`config.mk`:
```
export PLATFORM = sky130hd
export DESIGN_NAME = bitmanip_unit
export DESIGN_NICKNAME = d
export VERILOG_FILES = /design/src/hdl/bitmanip_pkg.sv /design/src/hdl/bitmanip_apb_front.sv /design/src/hdl/bitmanip_decoder.sv /design/src/hdl/bitmanip_exec.sv /design/src/hdl/bitmanip_job_fifo.sv /design/src/hdl/bitmanip_unit.sv
export SDC_FILE = /design/constraint.sdc
export NUM_CORES = 2
export LEC_CHECK = 0
export BUFFER_PORTS_ARGS = -buffer_cell sky130_fd_sc_hd__buf_4
export CAP_MARGIN = 15
export CORE_UTILIZATION = 50
export CTS_BUF_LIST = sky130_fd_sc_hd__clkbuf_8
export CTS_CLUSTER_DIAMETER = 200
export DETAILED_ROUTE_END_ITERATION = 7
export GPL_TIMING_DRIVEN = 0
export PLACE_DENSITY = 0.78
export SLEW_MARGIN = 20
export SYNTH_ARGS = -nofsm -noshare
export SYNTH_HDL_FRONTEND = slang
export SYNTH_SLANG_ARGS = --single-unit
export TNS_END_PERCENT = 100
```
`constraint.sdc`:
```
create_clock -name clk_i -period 18.7 [get_ports clk_i]
set_input_delay 3.74 -clock clk_i [delete_from_list [all_inputs] [get_ports clk_i]]
set_output_delay 3.74 -clock clk_i [all_outputs]
set_load 0.03 [all_outputs]
```
`src/hdl/bitmanip_pkg.sv`:
```
`default_nettype none

package bitmanip_pkg;

  ////////////////////////////////////////////////////////////////////////////
  // Data widths
  ////////////////////////////////////////////////////////////////////////////

  typedef logic [31:0] word_t;      // Operands, results, instruction words
  typedef logic [7:0]  apb_addr_t;  // APB byte address
  typedef logic [4:0]  shamt_t;     // Shift amount / bit index

  // Supported extension sets
  typedef enum logic {
    NONE,
    ZBA_ZBB_ZBS
  } b_ext_e;

  // Operators handled by the execute unit
  typedef enum logic [4:0] {
    ALU_B_NOP,
    SH1ADD, SH2ADD, SH3ADD,         // Zba
    MIN, MINU, MAX, MAXU,           // Zbb compare
    ANDN, ORN, XNOR,                // Zbb logic with negate
    ROL, ROR,                       // Zbb rotates
    CLZ, CTZ, CPOP,                 // Zbb counts
    ORC_B, REV8, SEXT_B, SEXT_H,    // Zbb byte / extend ops
    BSET, BCLR, BINV, BEXT          // Zbs single-bit ops
  } alu_op_e;

  // Major opcodes carrying RV32B instructions
  typedef enum logic [6:0] {
    OPCODE_OP    = 7'h33,
    OPCODE_OPIMM = 7'h13
  } opcode_e;

  ////////////////////////////////////////////////////////////////////////////
  // Job FIFO sizing
  ////////////////////////////////////////////////////////////////////////////

  localparam int JOB_DEPTH = 4;
  localparam int JOB_PTR_W = $clog2(JOB_DEPTH);
  localparam int JOB_CNT_W = $clog2(JOB_DEPTH + 1);  // Count must reach JOB_DEPTH

  ////////////////////////////////////////////////////////////////////////////
  // Register map
  ////////////////////////////////////////////////////////////////////////////

  localparam apb_addr_t ADDR_RS1    = 8'h00;  // Operand A
  localparam apb_addr_t ADDR_RS2    = 8'h04;  // Operand B
  localparam apb_addr_t ADDR_INSTR  = 8'h08;  // Write launches a job
  localparam apb_addr_t ADDR_RESULT = 8'h0C;  // Read frees the slot
  localparam apb_addr_t ADDR_STATUS = 8'h10;

  // STATUS bit positions
  localparam int STATUS_VALID_BIT   = 0;
  localparam int STATUS_ILLEGAL_BIT = 1;
  localparam int STATUS_FULL_BIT    = 2;

endpackage

`default_nettype wire

```
`src/hdl/bitmanip_apb_front.sv`:
```
`timescale 1ns/1ns
`default_nettype none

module bitmanip_apb_front import bitmanip_pkg::*; #(
  parameter b_ext_e B_EXT = ZBA_ZBB_ZBS
) (
  input  logic      clk_i,
  input  logic      rst_n_i,
  // APB slave
  input  logic      psel_i,
  input  logic      penable_i,
  input  logic      pwrite_i,
  input  apb_addr_t paddr_i,
  input  word_t     pwdata_i,
  output word_t     prdata_o,
  output logic      pready_o,
  output logic      pslverr_o,
  // Job push
  output logic      push_o,
  output alu_op_e   job_op_o,
  output word_t     job_a_o,
  output word_t     job_b_o,
  output logic      job_illegal_o,
  input  logic      full_i,
  // Result slot
  input  logic      res_valid_i,
  input  word_t     res_data_i,
  input  logic      res_illegal_i,
  output logic      res_take_o
);

  logic    wr_acc;       // Write access phase
  logic    rd_acc;       // Read access phase
  logic    instr_wr;
  word_t   rs1_q;
  word_t   rs2_q;
  word_t   instr_q;      // Last accepted instruction, readable
  alu_op_e dec_op;
  logic    dec_imm;
  logic    dec_illegal;
  shamt_t  shamt;
  word_t   rdata;
  logic    rd_err;
  logic    wr_err;

  assign wr_acc   = psel_i && penable_i && pwrite_i;
  assign rd_acc   = psel_i && penable_i && !pwrite_i;
  assign instr_wr = wr_acc && (paddr_i == ADDR_INSTR);

  // Decode straight from the write data
  bitmanip_decoder #(
    .B_EXT (B_EXT)
  ) u_decoder (
    .instr_i    (pwdata_i),
    .alu_op_o   (dec_op),
    .op_b_imm_o (dec_imm),
    .illegal_o  (dec_illegal)
  );

  ////////////////////////////////////////////////////////////////////////////
  // Job assembly
  ////////////////////////////////////////////////////////////////////////////

  assign shamt         = pwdata_i[24:20];
  assign pready_o      = !(instr_wr && full_i);   // Back-pressure while full
  assign push_o        = instr_wr && !full_i;     // Push on the completing cycle
  assign job_op_o      = dec_op;
  assign job_a_o       = rs1_q;
  assign job_b_o       = dec_imm ? word_t'(shamt) : rs2_q;
  assign job_illegal_o = dec_illegal;

  always_ff @(posedge clk_i or negedge rst_n_i) begin
    if (!rst_n_i) begin
      rs1_q   <= '0;
      rs2_q   <= '0;
      instr_q <= '0;
    end else if (wr_acc && pready_o) begin
      case (paddr_i)
        ADDR_RS1:   rs1_q   <= pwdata_i;
        ADDR_RS2:   rs2_q   <= pwdata_i;
        ADDR_INSTR: instr_q <= pwdata_i;
        default:    ;                            // Read-only or unmapped
      endcase
    end
  end

  ////////////////////////////////////////////////////////////////////////////
  // Read mux and errors
  ////////////////////////////////////////////////////////////////////////////

  always_comb begin
    rdata  = '0;
    rd_err = 1'b0;
    case (paddr_i)
      ADDR_RS1:    rdata = rs1_q;
      ADDR_RS2:    rdata = rs2_q;
      ADDR_INSTR:  rdata = instr_q;
      ADDR_RESULT: begin
        if (res_valid_i) rdata = res_data_i;
        else rd_err = 1'b1;                      // Empty slot reads zero
      end
      ADDR_STATUS: begin
        rdata[STATUS_VALID_BIT]   = res_valid_i;
        rdata[STATUS_ILLEGAL_BIT] = res_illegal_i;
        rdata[STATUS_FULL_BIT]    = full_i;
      end
      default:     rd_err = 1'b1;
    endcase
  end

  // Only operand and instruction registers are writable
  assign wr_err = !(paddr_i inside {ADDR_RS1, ADDR_RS2, ADDR_INSTR});

  assign prdata_o   = rd_acc ? rdata : '0;
  assign pslverr_o  = (rd_acc && rd_err) || (wr_acc && wr_err);
  assign res_take_o = rd_acc && (paddr_i == ADDR_RESULT) && res_valid_i;

endmodule

`default_nettype wire

```
`src/hdl/bitmanip_decoder.sv`:
```
`timescale 1ns/1ns
`default_nettype none

module bitmanip_decoder import bitmanip_pkg::*; #(
  parameter b_ext_e B_EXT = NONE
) (
  input  word_t   instr_i,
  output alu_op_e alu_op_o,
  output logic    op_b_imm_o,   // B from shamt field instead of rs2
  output logic    illegal_o
);

  logic [6:0] funct7;
  logic [4:0] rs2_field;
  logic [2:0] funct3;
  logic       is_opimm;
  logic       ext_en;           // Extension set enable
  alu_op_e    op_d;             // Raw match before extension gating
  logic       op_en;

  assign funct7    = instr_i[31:25];
  assign rs2_field = instr_i[24:20];
  assign funct3    = instr_i[14:12];
  assign is_opimm  = (instr_i[6:0] == OPCODE_OPIMM);

  // Zba, Zbb and Zbs come and go together
  assign ext_en = (B_EXT == ZBA_ZBB_ZBS);

  ////////////////////////////////////////////////////////////////////////////
  // Encoding match
  ////////////////////////////////////////////////////////////////////////////

  always_comb begin
    op_d = ALU_B_NOP;  // No match unless a case hits
    unique case (instr_i[6:0])
      OPCODE_OP: begin
        unique case ({funct7, funct3})
          {7'b001_0000, 3'b010}: op_d = SH1ADD;
          {7'b001_0000, 3'b100}: op_d = SH2ADD;
          {7'b001_0000, 3'b110}: op_d = SH3ADD;
          {7'b000_0101, 3'b100}: op_d = MIN;
          {7'b000_0101, 3'b101}: op_d = MINU;
          {7'b000_0101, 3'b110}: op_d = MAX;
          {7'b000_0101, 3'b111}: op_d = MAXU;
          {7'b010_0000, 3'b111}: op_d = ANDN;
          {7'b010_0000, 3'b110}: op_d = ORN;
          {7'b010_0000, 3'b100}: op_d = XNOR;
          {7'b011_0000, 3'b001}: op_d = ROL;
          {7'b011_0000, 3'b101}: op_d = ROR;
          {7'b001_0100, 3'b001}: op_d = BSET;
          {7'b010_0100, 3'b001}: op_d = BCLR;
          {7'b011_0100, 3'b001}: op_d = BINV;
          {7'b010_0100, 3'b101}: op_d = BEXT;   // Ratified funct3
          default:               op_d = ALU_B_NOP;
        endcase
      end
      OPCODE_OPIMM: begin
        // Unary ops also pin the rs2 field
        unique casez ({funct7, rs2_field, funct3})
          {7'b011_0000, 5'b0_0000, 3'b001}: op_d = CLZ;
          {7'b011_0000, 5'b0_0001, 3'b001}: op_d = CTZ;
          {7'b011_0000, 5'b0_0010, 3'b001}: op_d = CPOP;
          {7'b011_0000, 5'b0_0100, 3'b001}: op_d = SEXT_B;
          {7'b011_0000, 5'b0_0101, 3'b001}: op_d = SEXT_H;
          {7'b001_0100, 5'b0_0111, 3'b101}: op_d = ORC_B;
          {7'b011_0100, 5'b1_1000, 3'b101}: op_d = REV8;
          {7'b011_0000, 5'b?_????, 3'b101}: op_d = ROR;    // rori
          {7'b001_0100, 5'b?_????, 3'b001}: op_d = BSET;   // bseti
          {7'b010_0100, 5'b?_????, 3'b001}: op_d = BCLR;   // bclri
          {7'b011_0100, 5'b?_????, 3'b001}: op_d = BINV;   // binvi
          {7'b010_0100, 5'b?_????, 3'b101}: op_d = BEXT;   // bexti
          default:                          op_d = ALU_B_NOP;
        endcase
      end
      default: op_d = ALU_B_NOP;  // Other opcodes are not ours
    endcase
  end

  ////////////////////////////////////////////////////////////////////////////
  // Extension gating
  ////////////////////////////////////////////////////////////////////////////

  // A match is legal only with the extension set enabled
  assign op_en = ext_en && (op_d != ALU_B_NOP);

  assign illegal_o  = !op_en;
  assign alu_op_o   = op_en ? op_d : ALU_B_NOP;
  // Immediate rotates and bit ops take B from the shamt field
  assign op_b_imm_o = op_en && is_opimm && (op_d inside {ROR, BSET, BCLR, BINV, BEXT});

endmodule

`default_nettype wire

```
`src/hdl/bitmanip_exec.sv`:
```
`timescale 1ns/1ns
`default_nettype none

module bitmanip_exec import bitmanip_pkg::*; (
  input  logic    clk_i,
  input  logic    rst_n_i,
  // FIFO head
  input  logic    empty_i,
  input  alu_op_e op_i,
  input  word_t   a_i,
  input  word_t   b_i,
  input  logic    illegal_i,
  output logic    pop_o,
  // Result slot
  input  logic    take_i,
  output logic    valid_o,
  output word_t   data_o,
  output logic    illegal_o
);

  logic        valid_q;
  word_t       data_q;
  logic        illegal_q;
  shamt_t      sh;          // Low five bits of B
  logic [63:0] rot_l;
  logic [63:0] rot_r;
  logic [5:0]  lz_cnt;
  logic [5:0]  tz_cnt;
  logic [5:0]  pop_cnt;
  word_t       result_d;

  // Slot free now or freed this cycle by the host read
  assign pop_o = !empty_i && (!valid_q || take_i);
  assign sh    = b_i[4:0];

  // Rotates off a doubled word
  assign rot_l = {a_i, a_i} << sh;
  assign rot_r = {a_i, a_i} >> sh;

  ////////////////////////////////////////////////////////////////////////////
  // Bit counts
  ////////////////////////////////////////////////////////////////////////////

  always_comb begin
    logic lz_done;
    logic tz_done;
    lz_cnt  = '0;
    tz_cnt  = '0;
    pop_cnt = '0;
    lz_done = 1'b0;
    tz_done = 1'b0;
    for (int i = 0; i < 32; i++) begin
      if (a_i[31-i]) lz_done = 1'b1;             // Scan down from MSB
      else if (!lz_done) lz_cnt = lz_cnt + 1'b1;
      if (a_i[i]) tz_done = 1'b1;                // Scan up from LSB
      else if (!tz_done) tz_cnt = tz_cnt + 1'b1;
      if (a_i[i]) pop_cnt = pop_cnt + 1'b1;
    end
  end

  ////////////////////////////////////////////////////////////////////////////
  // Operator mux
  ////////////////////////////////////////////////////////////////////////////

  always_comb begin
    result_d = '0;
    unique case (op_i)
      SH1ADD:  result_d = (a_i << 1) + b_i;
      SH2ADD:  result_d = (a_i << 2) + b_i;
      SH3ADD:  result_d = (a_i << 3) + b_i;
      MIN:     result_d = ($signed(a_i) < $signed(b_i)) ? a_i : b_i;
      MINU:    result_d = (a_i < b_i) ? a_i : b_i;
      MAX:     result_d = ($signed(a_i) < $signed(b_i)) ? b_i : a_i;
      MAXU:    result_d = (a_i < b_i) ? b_i : a_i;
      ANDN:    result_d = a_i & ~b_i;
      ORN:     result_d = a_i | ~b_i;
      XNOR:    result_d = ~(a_i ^ b_i);
      ROL:     result_d = rot_l[63:32];
      ROR:     result_d = rot_r[31:0];
      CLZ:     result_d = word_t'(lz_cnt);
      CTZ:     result_d = word_t'(tz_cnt);
      CPOP:    result_d = word_t'(pop_cnt);
      ORC_B: begin
        for (int i = 0; i < 4; i++) begin
          result_d[8*i +: 8] = (|a_i[8*i +: 8]) ? 8'hFF : 8'h00;
        end
      end
      REV8:    result_d = {a_i[7:0], a_i[15:8], a_i[23:16], a_i[31:24]};
      SEXT_B:  result_d = {{24{a_i[7]}}, a_i[7:0]};
      SEXT_H:  result_d = {{16{a_i[15]}}, a_i[15:0]};
      BSET:    result_d = a_i | (word_t'(1) << sh);
      BCLR:    result_d = a_i & ~(word_t'(1) << sh);
      BINV:    result_d = a_i ^ (word_t'(1) << sh);
      BEXT:    result_d = word_t'(a_i[sh]);
      default: result_d = '0;                    // NOP
    endcase
  end

  // Result slot, a pop overrides a take in the same cycle
  always_ff @(posedge clk_i or negedge rst_n_i) begin
    if (!rst_n_i) begin
      valid_q   <= 1'b0;
      data_q    <= '0;
      illegal_q <= 1'b0;
    end else if (pop_o) begin
      valid_q   <= 1'b1;
      data_q    <= illegal_i ? '0 : result_d;    // Illegal job reads zero
      illegal_q <= illegal_i;
    end else if (take_i) begin
      valid_q   <= 1'b0;
      data_q    <= '0;
      illegal_q <= 1'b0;
    end
  end

  assign valid_o   = valid_q;
  assign data_o    = data_q;
  assign illegal_o = illegal_q;

endmodule

`default_nettype wire

```
`src/hdl/bitmanip_job_fifo.sv`:
```
`timescale 1ns/1ns
`default_nettype none

module bitmanip_job_fifo import bitmanip_pkg::*; (
  input  logic    clk_i,
  input  logic    rst_n_i,
  // Push side
  input  logic    push_i,
  input  alu_op_e op_i,
  input  word_t   a_i,
  input  word_t   b_i,
  input  logic    illegal_i,
  output logic    full_o,
  // Pop side, head valid while not empty
  input  logic    pop_i,
  output logic    empty_o,
  output alu_op_e op_o,
  output word_t   a_o,
  output word_t   b_o,
  output logic    illegal_o
);

  alu_op_e                op_q      [JOB_DEPTH];
  word_t                  a_q       [JOB_DEPTH];
  word_t                  b_q       [JOB_DEPTH];
  logic                   illegal_q [JOB_DEPTH];
  logic [JOB_PTR_W-1:0]   wr_ptr_q;
  logic [JOB_PTR_W-1:0]   rd_ptr_q;
  logic [JOB_CNT_W-1:0]   count_q;
  logic                   do_push;
  logic                   do_pop;

  // Wraps at JOB_DEPTH, not only powers of two
  function automatic logic [JOB_PTR_W-1:0] ptr_inc(input logic [JOB_PTR_W-1:0] ptr);
    return (ptr == JOB_PTR_W'(JOB_DEPTH - 1)) ? '0 : ptr + 1'b1;
  endfunction

  assign full_o  = (count_q == JOB_CNT_W'(JOB_DEPTH));
  assign empty_o = (count_q == '0);
  assign do_push = push_i && !full_o;
  assign do_pop  = pop_i && !empty_o;

  // Storage
  always_ff @(posedge clk_i) begin
    if (do_push) begin
      op_q[wr_ptr_q]      <= op_i;
      a_q[wr_ptr_q]       <= a_i;
      b_q[wr_ptr_q]       <= b_i;
      illegal_q[wr_ptr_q] <= illegal_i;
    end
  end

  always_ff @(posedge clk_i or negedge rst_n_i) begin
    if (!rst_n_i) begin
      wr_ptr_q <= '0;
      rd_ptr_q <= '0;
      count_q  <= '0;
    end else begin
      if (do_push) wr_ptr_q <= ptr_inc(wr_ptr_q);
      if (do_pop)  rd_ptr_q <= ptr_inc(rd_ptr_q);
      case ({do_push, do_pop})
        2'b10:   count_q <= count_q + 1'b1;
        2'b01:   count_q <= count_q - 1'b1;
        default: ;                               // Both or neither, no change
      endcase
    end
  end

  assign op_o      = op_q[rd_ptr_q];
  assign a_o       = a_q[rd_ptr_q];
  assign b_o       = b_q[rd_ptr_q];
  assign illegal_o = illegal_q[rd_ptr_q];

endmodule

`default_nettype wire

```
`src/hdl/bitmanip_unit.sv`:
```
`timescale 1ns/1ns
`default_nettype none

module bitmanip_unit import bitmanip_pkg::*; #(
  parameter b_ext_e B_EXT = ZBA_ZBB_ZBS
) (
  input  logic      clk_i,
  input  logic      rst_n_i,
  input  logic      psel_i,
  input  logic      penable_i,
  input  logic      pwrite_i,
  input  apb_addr_t paddr_i,
  input  word_t     pwdata_i,
  output word_t     prdata_o,
  output logic      pready_o,
  output logic      pslverr_o
);

  // Front end to FIFO
  logic    push;
  alu_op_e job_op;
  word_t   job_a;
  word_t   job_b;
  logic    job_illegal;
  logic    full;
  // FIFO head to execute unit
  logic    pop;
  logic    empty;
  alu_op_e head_op;
  word_t   head_a;
  word_t   head_b;
  logic    head_illegal;
  // Result slot back to front end
  logic    res_valid;
  word_t   res_data;
  logic    res_illegal;
  logic    res_take;

  bitmanip_apb_front #(
    .B_EXT (B_EXT)
  ) u_front (
    .clk_i         (clk_i),
    .rst_n_i       (rst_n_i),
    .psel_i        (psel_i),
    .penable_i     (penable_i),
    .pwrite_i      (pwrite_i),
    .paddr_i       (paddr_i),
    .pwdata_i      (pwdata_i),
    .prdata_o      (prdata_o),
    .pready_o      (pready_o),
    .pslverr_o     (pslverr_o),
    .push_o        (push),
    .job_op_o      (job_op),
    .job_a_o       (job_a),
    .job_b_o       (job_b),
    .job_illegal_o (job_illegal),
    .full_i        (full),
    .res_valid_i   (res_valid),
    .res_data_i    (res_data),
    .res_illegal_i (res_illegal),
    .res_take_o    (res_take)
  );

  bitmanip_job_fifo u_fifo (
    .clk_i     (clk_i),
    .rst_n_i   (rst_n_i),
    .push_i    (push),
    .op_i      (job_op),
    .a_i       (job_a),
    .b_i       (job_b),
    .illegal_i (job_illegal),
    .full_o    (full),
    .pop_i     (pop),
    .empty_o   (empty),
    .op_o      (head_op),
    .a_o       (head_a),
    .b_o       (head_b),
    .illegal_o (head_illegal)
  );

  bitmanip_exec u_exec (
    .clk_i     (clk_i),
    .rst_n_i   (rst_n_i),
    .empty_i   (empty),
    .op_i      (head_op),
    .a_i       (head_a),
    .b_i       (head_b),
    .illegal_i (head_illegal),
    .pop_o     (pop),
    .take_i    (res_take),
    .valid_o   (res_valid),
    .data_o    (res_data),
    .illegal_o (res_illegal)
  );

endmodule

`default_nettype wire

```
==> flow_summary.toml <==
[outcome]
status = "finished, violations left"
violations = "setup timing"

[yosys]
yosys_warnings = 0
synth-edff-count = 280
ys_seq_area_frac = 0.285
synth_nets = 5037
avgSynthCellArea_sq_um = 8.70
synthArstFlopShare = 0.329
synth-seq-cells = 417
yosysUniqueCellTypes = 122
synth_area_sq_um = 41500
synth_ff_type = "edfxtp_1"
synth_cells = 4772

[route]
ant_nets = 0
firstDrtPassIters = 8
vias = 41090
routed_wl_microns = 184000
via_per_inst = 6.71
drc = 0
wl_per_cell_microns = 30.0
drt-initial-drc-count = 4352

[placement]
placed_cells = 5922
gp_congestion = 1.12
place.port_buffers = 73
hpwl_microns = 141000

[power_and_ir_drop]
p_clk_frac = 0.306
p_leak_nw = 18.1
p_per_area_nw_per_um2 = 48.0
peakVddDrop_mv = 0.0970
pwr-share-seq = 0.439
power.switching_uw = 695
total_power_mw = 2.25
p_sw_frac = 0.309
combPwrFrac = 0.255
intPower_mw = 1.55

[critical_path]
worstSetupStartpointType = "flop"
rr_worst_depth = 111
critPathKind = "reg -> reg"
slowest_delay_ns = 0.44
critPathMostFrequentCell = "ha_1"
r2r_start = "u_fifo.rd_ptr_q[0]$_DFFE_PN0P_"
path_max_fanout = 8
arrival_ns = 20.79
r2r-end = "u_exec.data_o[1]$_DFFE_PN0P_"
worstPathRequired_ns = 19.21
critPathSlowestCell = "mux4_2"
ff2ff_setup_slack_ns = -1.58
cp-end-kind = "flop"

[sta]
final.setup_skew_ns = 0.0522
hold_viol_final = 0
worstMarginPinSlew_ns = 1.29
slew_headroom = 0.135
fmax_mhz = 49.3
finalSetupViolCount = 5
finalCritPeriodShare = 1.08
drv_slew = 0
setup_tns_ns = -6.86
min_period_ns = 20.28
timing.final.ws_setup_ns = -1.58
rsz0062_at_grt = "yes"

[final_layout]
drive_above_1_share = 0.168
fin_cells = 6123
area_growth_pct = 12.8
fin_util = 0.570
n_fill_cell = 7340
fin_nets = 5268

[die]
start_util = 0.505
fp.dieArea_sq_um = 84100
dieHeight_microns = 290
fp.dieW_microns = 290
core-area_sq_um = 82100
ioPinCount = 79
num_rows = 105

[run]
cap_violations = 0

[clock_network]
cts_tree = "built"
clkTransAtPathRegs_ns = 0.07
clk_latency_ns = 0.66
htreeDepth = 2
clock-sinks = 417
cts_max_path_buffers = 3
numCtsBuffers = 56
clock-root-buffer = "clkbuf_8"

[worst_hold_path]
min_to = "u_exec.data_o[7]$_DFFE_PN0P_"
hold_path.class = "reg -> reg"
holdPathStages = 2
hp-start = "u_exec.data_o[7]$_DFFE_PN0P_"

[grt]
grt_usage = 0.421
grt_pass1_vias = 39134
grt_pass1_wl_microns = 262000
antenna_found_initial = 14
overflow = 0
grt_max_degree = 81
==> routing by layer <==
metal / wire, microns / part of all wire / global-route usage / vias up
met5: 99 / 0.00054 / 0 / -
met4: 16400 / 0.089 / 0.322 / 14
met3: 15800 / 0.086 / 0.0728 / 625
met2: 82900 / 0.45 / 0.676 / 2335
met1: 68500 / 0.37 / 0.505 / 19972
li1: - / - / - / 18144
==> cell usage in the layout (no fill, tap or decap), types with 137 or more instances in the layout <==
cell and count:
clkbuf_1 176, edfxtp_1 280, inv_1 160, ha_1 188, xnor2_1 233, nor2_1 434, buf_4 168, a21oi_1 331
nand2_1 472, o21ai_0 299, mux2i_1 144, dfrtp_1 137, mux2_2 149
==> power groups by stage <==
stage          Sequential (mW)  Clock, mW  Combinational, mW
2_1_floorplan             1.00          0              0.358
3_3_place_gp              1.00          0              0.474
3_5_place_dp              1.01          0              0.486
4_1_cts                  0.986      0.690              0.523
5_1_grt                  0.986      0.725              0.615
6_report                 0.986      0.687              0.572
==> critical path: cells and delay by family, from the launching register on <==
kind,cells,cell delay [ns]
AO/OA/AOI/OAI,31,4.94
AND/OR/NAND/NOR,24,2.19
multiplexers,14,3.06
buffers and inverters,13,1.42
flip-flops,1,0.41
adder cells (fa/ha/maj),29,7.99
==> Yosys cell counts (49+ instances only) <==
library cell / count / area, sq um
o21ai_0: 321 / 1610
mux4_2: 57 / 1280
and2_1: 62 / 388
nor2_1: 447 / 1680
xor2_1: 108 / 946
xnor2_1: 242 / 2120
ha_1: 216 / 2700
mux2i_1: 152 / 1520
dfrtp_1: 137 / 3430
a22oi_1: 56 / 420
o21bai_1: 49 / 368
inv_1: 156 / 586
nor3_1: 131 / 656
edfxtp_1: 280 / 8410
clkbuf_1: 201 / 754
mux2_2: 156 / 1760
a21oi_1: 345 / 1730
nand2_1: 489 / 1840
nand3_1: 109 / 546
==> worst max-delay path by stage <==
stage | start | end | slack (ns) | depth (start not counted)
floorplan | u_fifo.rd_ptr_q[0]$_DFFE_PN0P_ | u_exec.data_o[1]$_DFFE_PN0P_ | -0.02 | 111
global placement | u_fifo.rd_ptr_q[1]$_DFFE_PN0P_ | u_exec.data_o[5]$_DFFE_PN0P_ | -3.76 | 112
detailed placement | u_fifo.rd_ptr_q[1]$_DFFE_PN0P_ | u_exec.data_o[4]$_DFFE_PN0P_ | -3.85 | 113
CTS | u_fifo.rd_ptr_q[0]$_DFFE_PN0P_ | u_exec.data_o[4]$_DFFE_PN0P_ | -1.43 | 112
global route | u_fifo.rd_ptr_q[0]$_DFFE_PN0P_ | u_exec.data_o[1]$_DFFE_PN0P_ | -2.21 | 111
finish | u_fifo.rd_ptr_q[0]$_DFFE_PN0P_ | u_exec.data_o[1]$_DFFE_PN0P_ | -1.58 | 111
==> registers in the layout (all words and copies together), names as in the netlist, 3 cells and up <==
| name | count |
|---|---|
| u_front.job_a_o | 32 |
| u_front.rs2_q | 32 |
| u_fifo.op_q | 20 |
| u_exec.data_o | 32 |
| u_fifo.a_q | 128 |
| u_fifo.illegal_q | 4 |
| u_front.instr_q | 32 |
| u_fifo.b_q | 128 |
| u_fifo.count_q | 3 |
==> kinds of logic (layout without fill, tap and decap cells) <==
family / count (synthesis) / after routing / synth area share
AO/OA/AOI/OAI: 1305 / 1305 / 0.203
adder cells (fa/ha/maj): 221 / 221 / 0.0673
XOR/XNOR: 417 / 417 / 0.106
multiplexers: 373 / 373 / 0.113
other: 0 / 3 / 0
buffers and inverters: 451 / 729 / 0.0436
flip-flops: 417 / 417 / 0.285
AND/OR/NAND/NOR: 1588 / 1588 / 0.181
==> repair_timing <==
item	4_1_cts	5_1_grt
resized for setup	97	92
hold buffers	0	0
endpoints found under the hold margin	0	0
pin swaps	46	96
setup endpoints to repair	5	5
setup buffers	54	44
==> stage by stage <==
| step | hold WS, ns | worst slack, ns | area [sq um] |
|---|---|---|---|
| 5_1_grt | 0.517 | -2.21 | 46800 |
| 4_1_cts | 0.502 | -1.43 | 46000 |
| 2_1_floorplan | 0.445 | -0.0229 | 41800 |
| 3_3_place_gp | 0.473 | -3.76 | 43700 |
| 3_5_place_dp | 0.480 | -3.85 | 44000 |
| 6_report | 0.510 | -1.58 | 46800 |
==> layout make-up <==
| cell class | count | area [sq um] | share of cell area |
|---|---|---|---|
| clock buffer | 63 | 867 | 0.0185 |
| sequential | 417 | 11800 | 0.253 |
| multi-input combinational | 3904 | 29000 | 0.620 |
| clock inverter | 42 | 259 | 0.00554 |
| buffer | 267 | 1320 | 0.0282 |
| inverter | 180 | 692 | 0.0148 |
| timing repair buffer | 177 | 1460 | 0.0313 |
| tap | 1070 | 1340 | 0.0286 |
| antenna | 3 | 7.51 | 0.000160 |
Note: power is estimated with default switching activity, not from simulation.
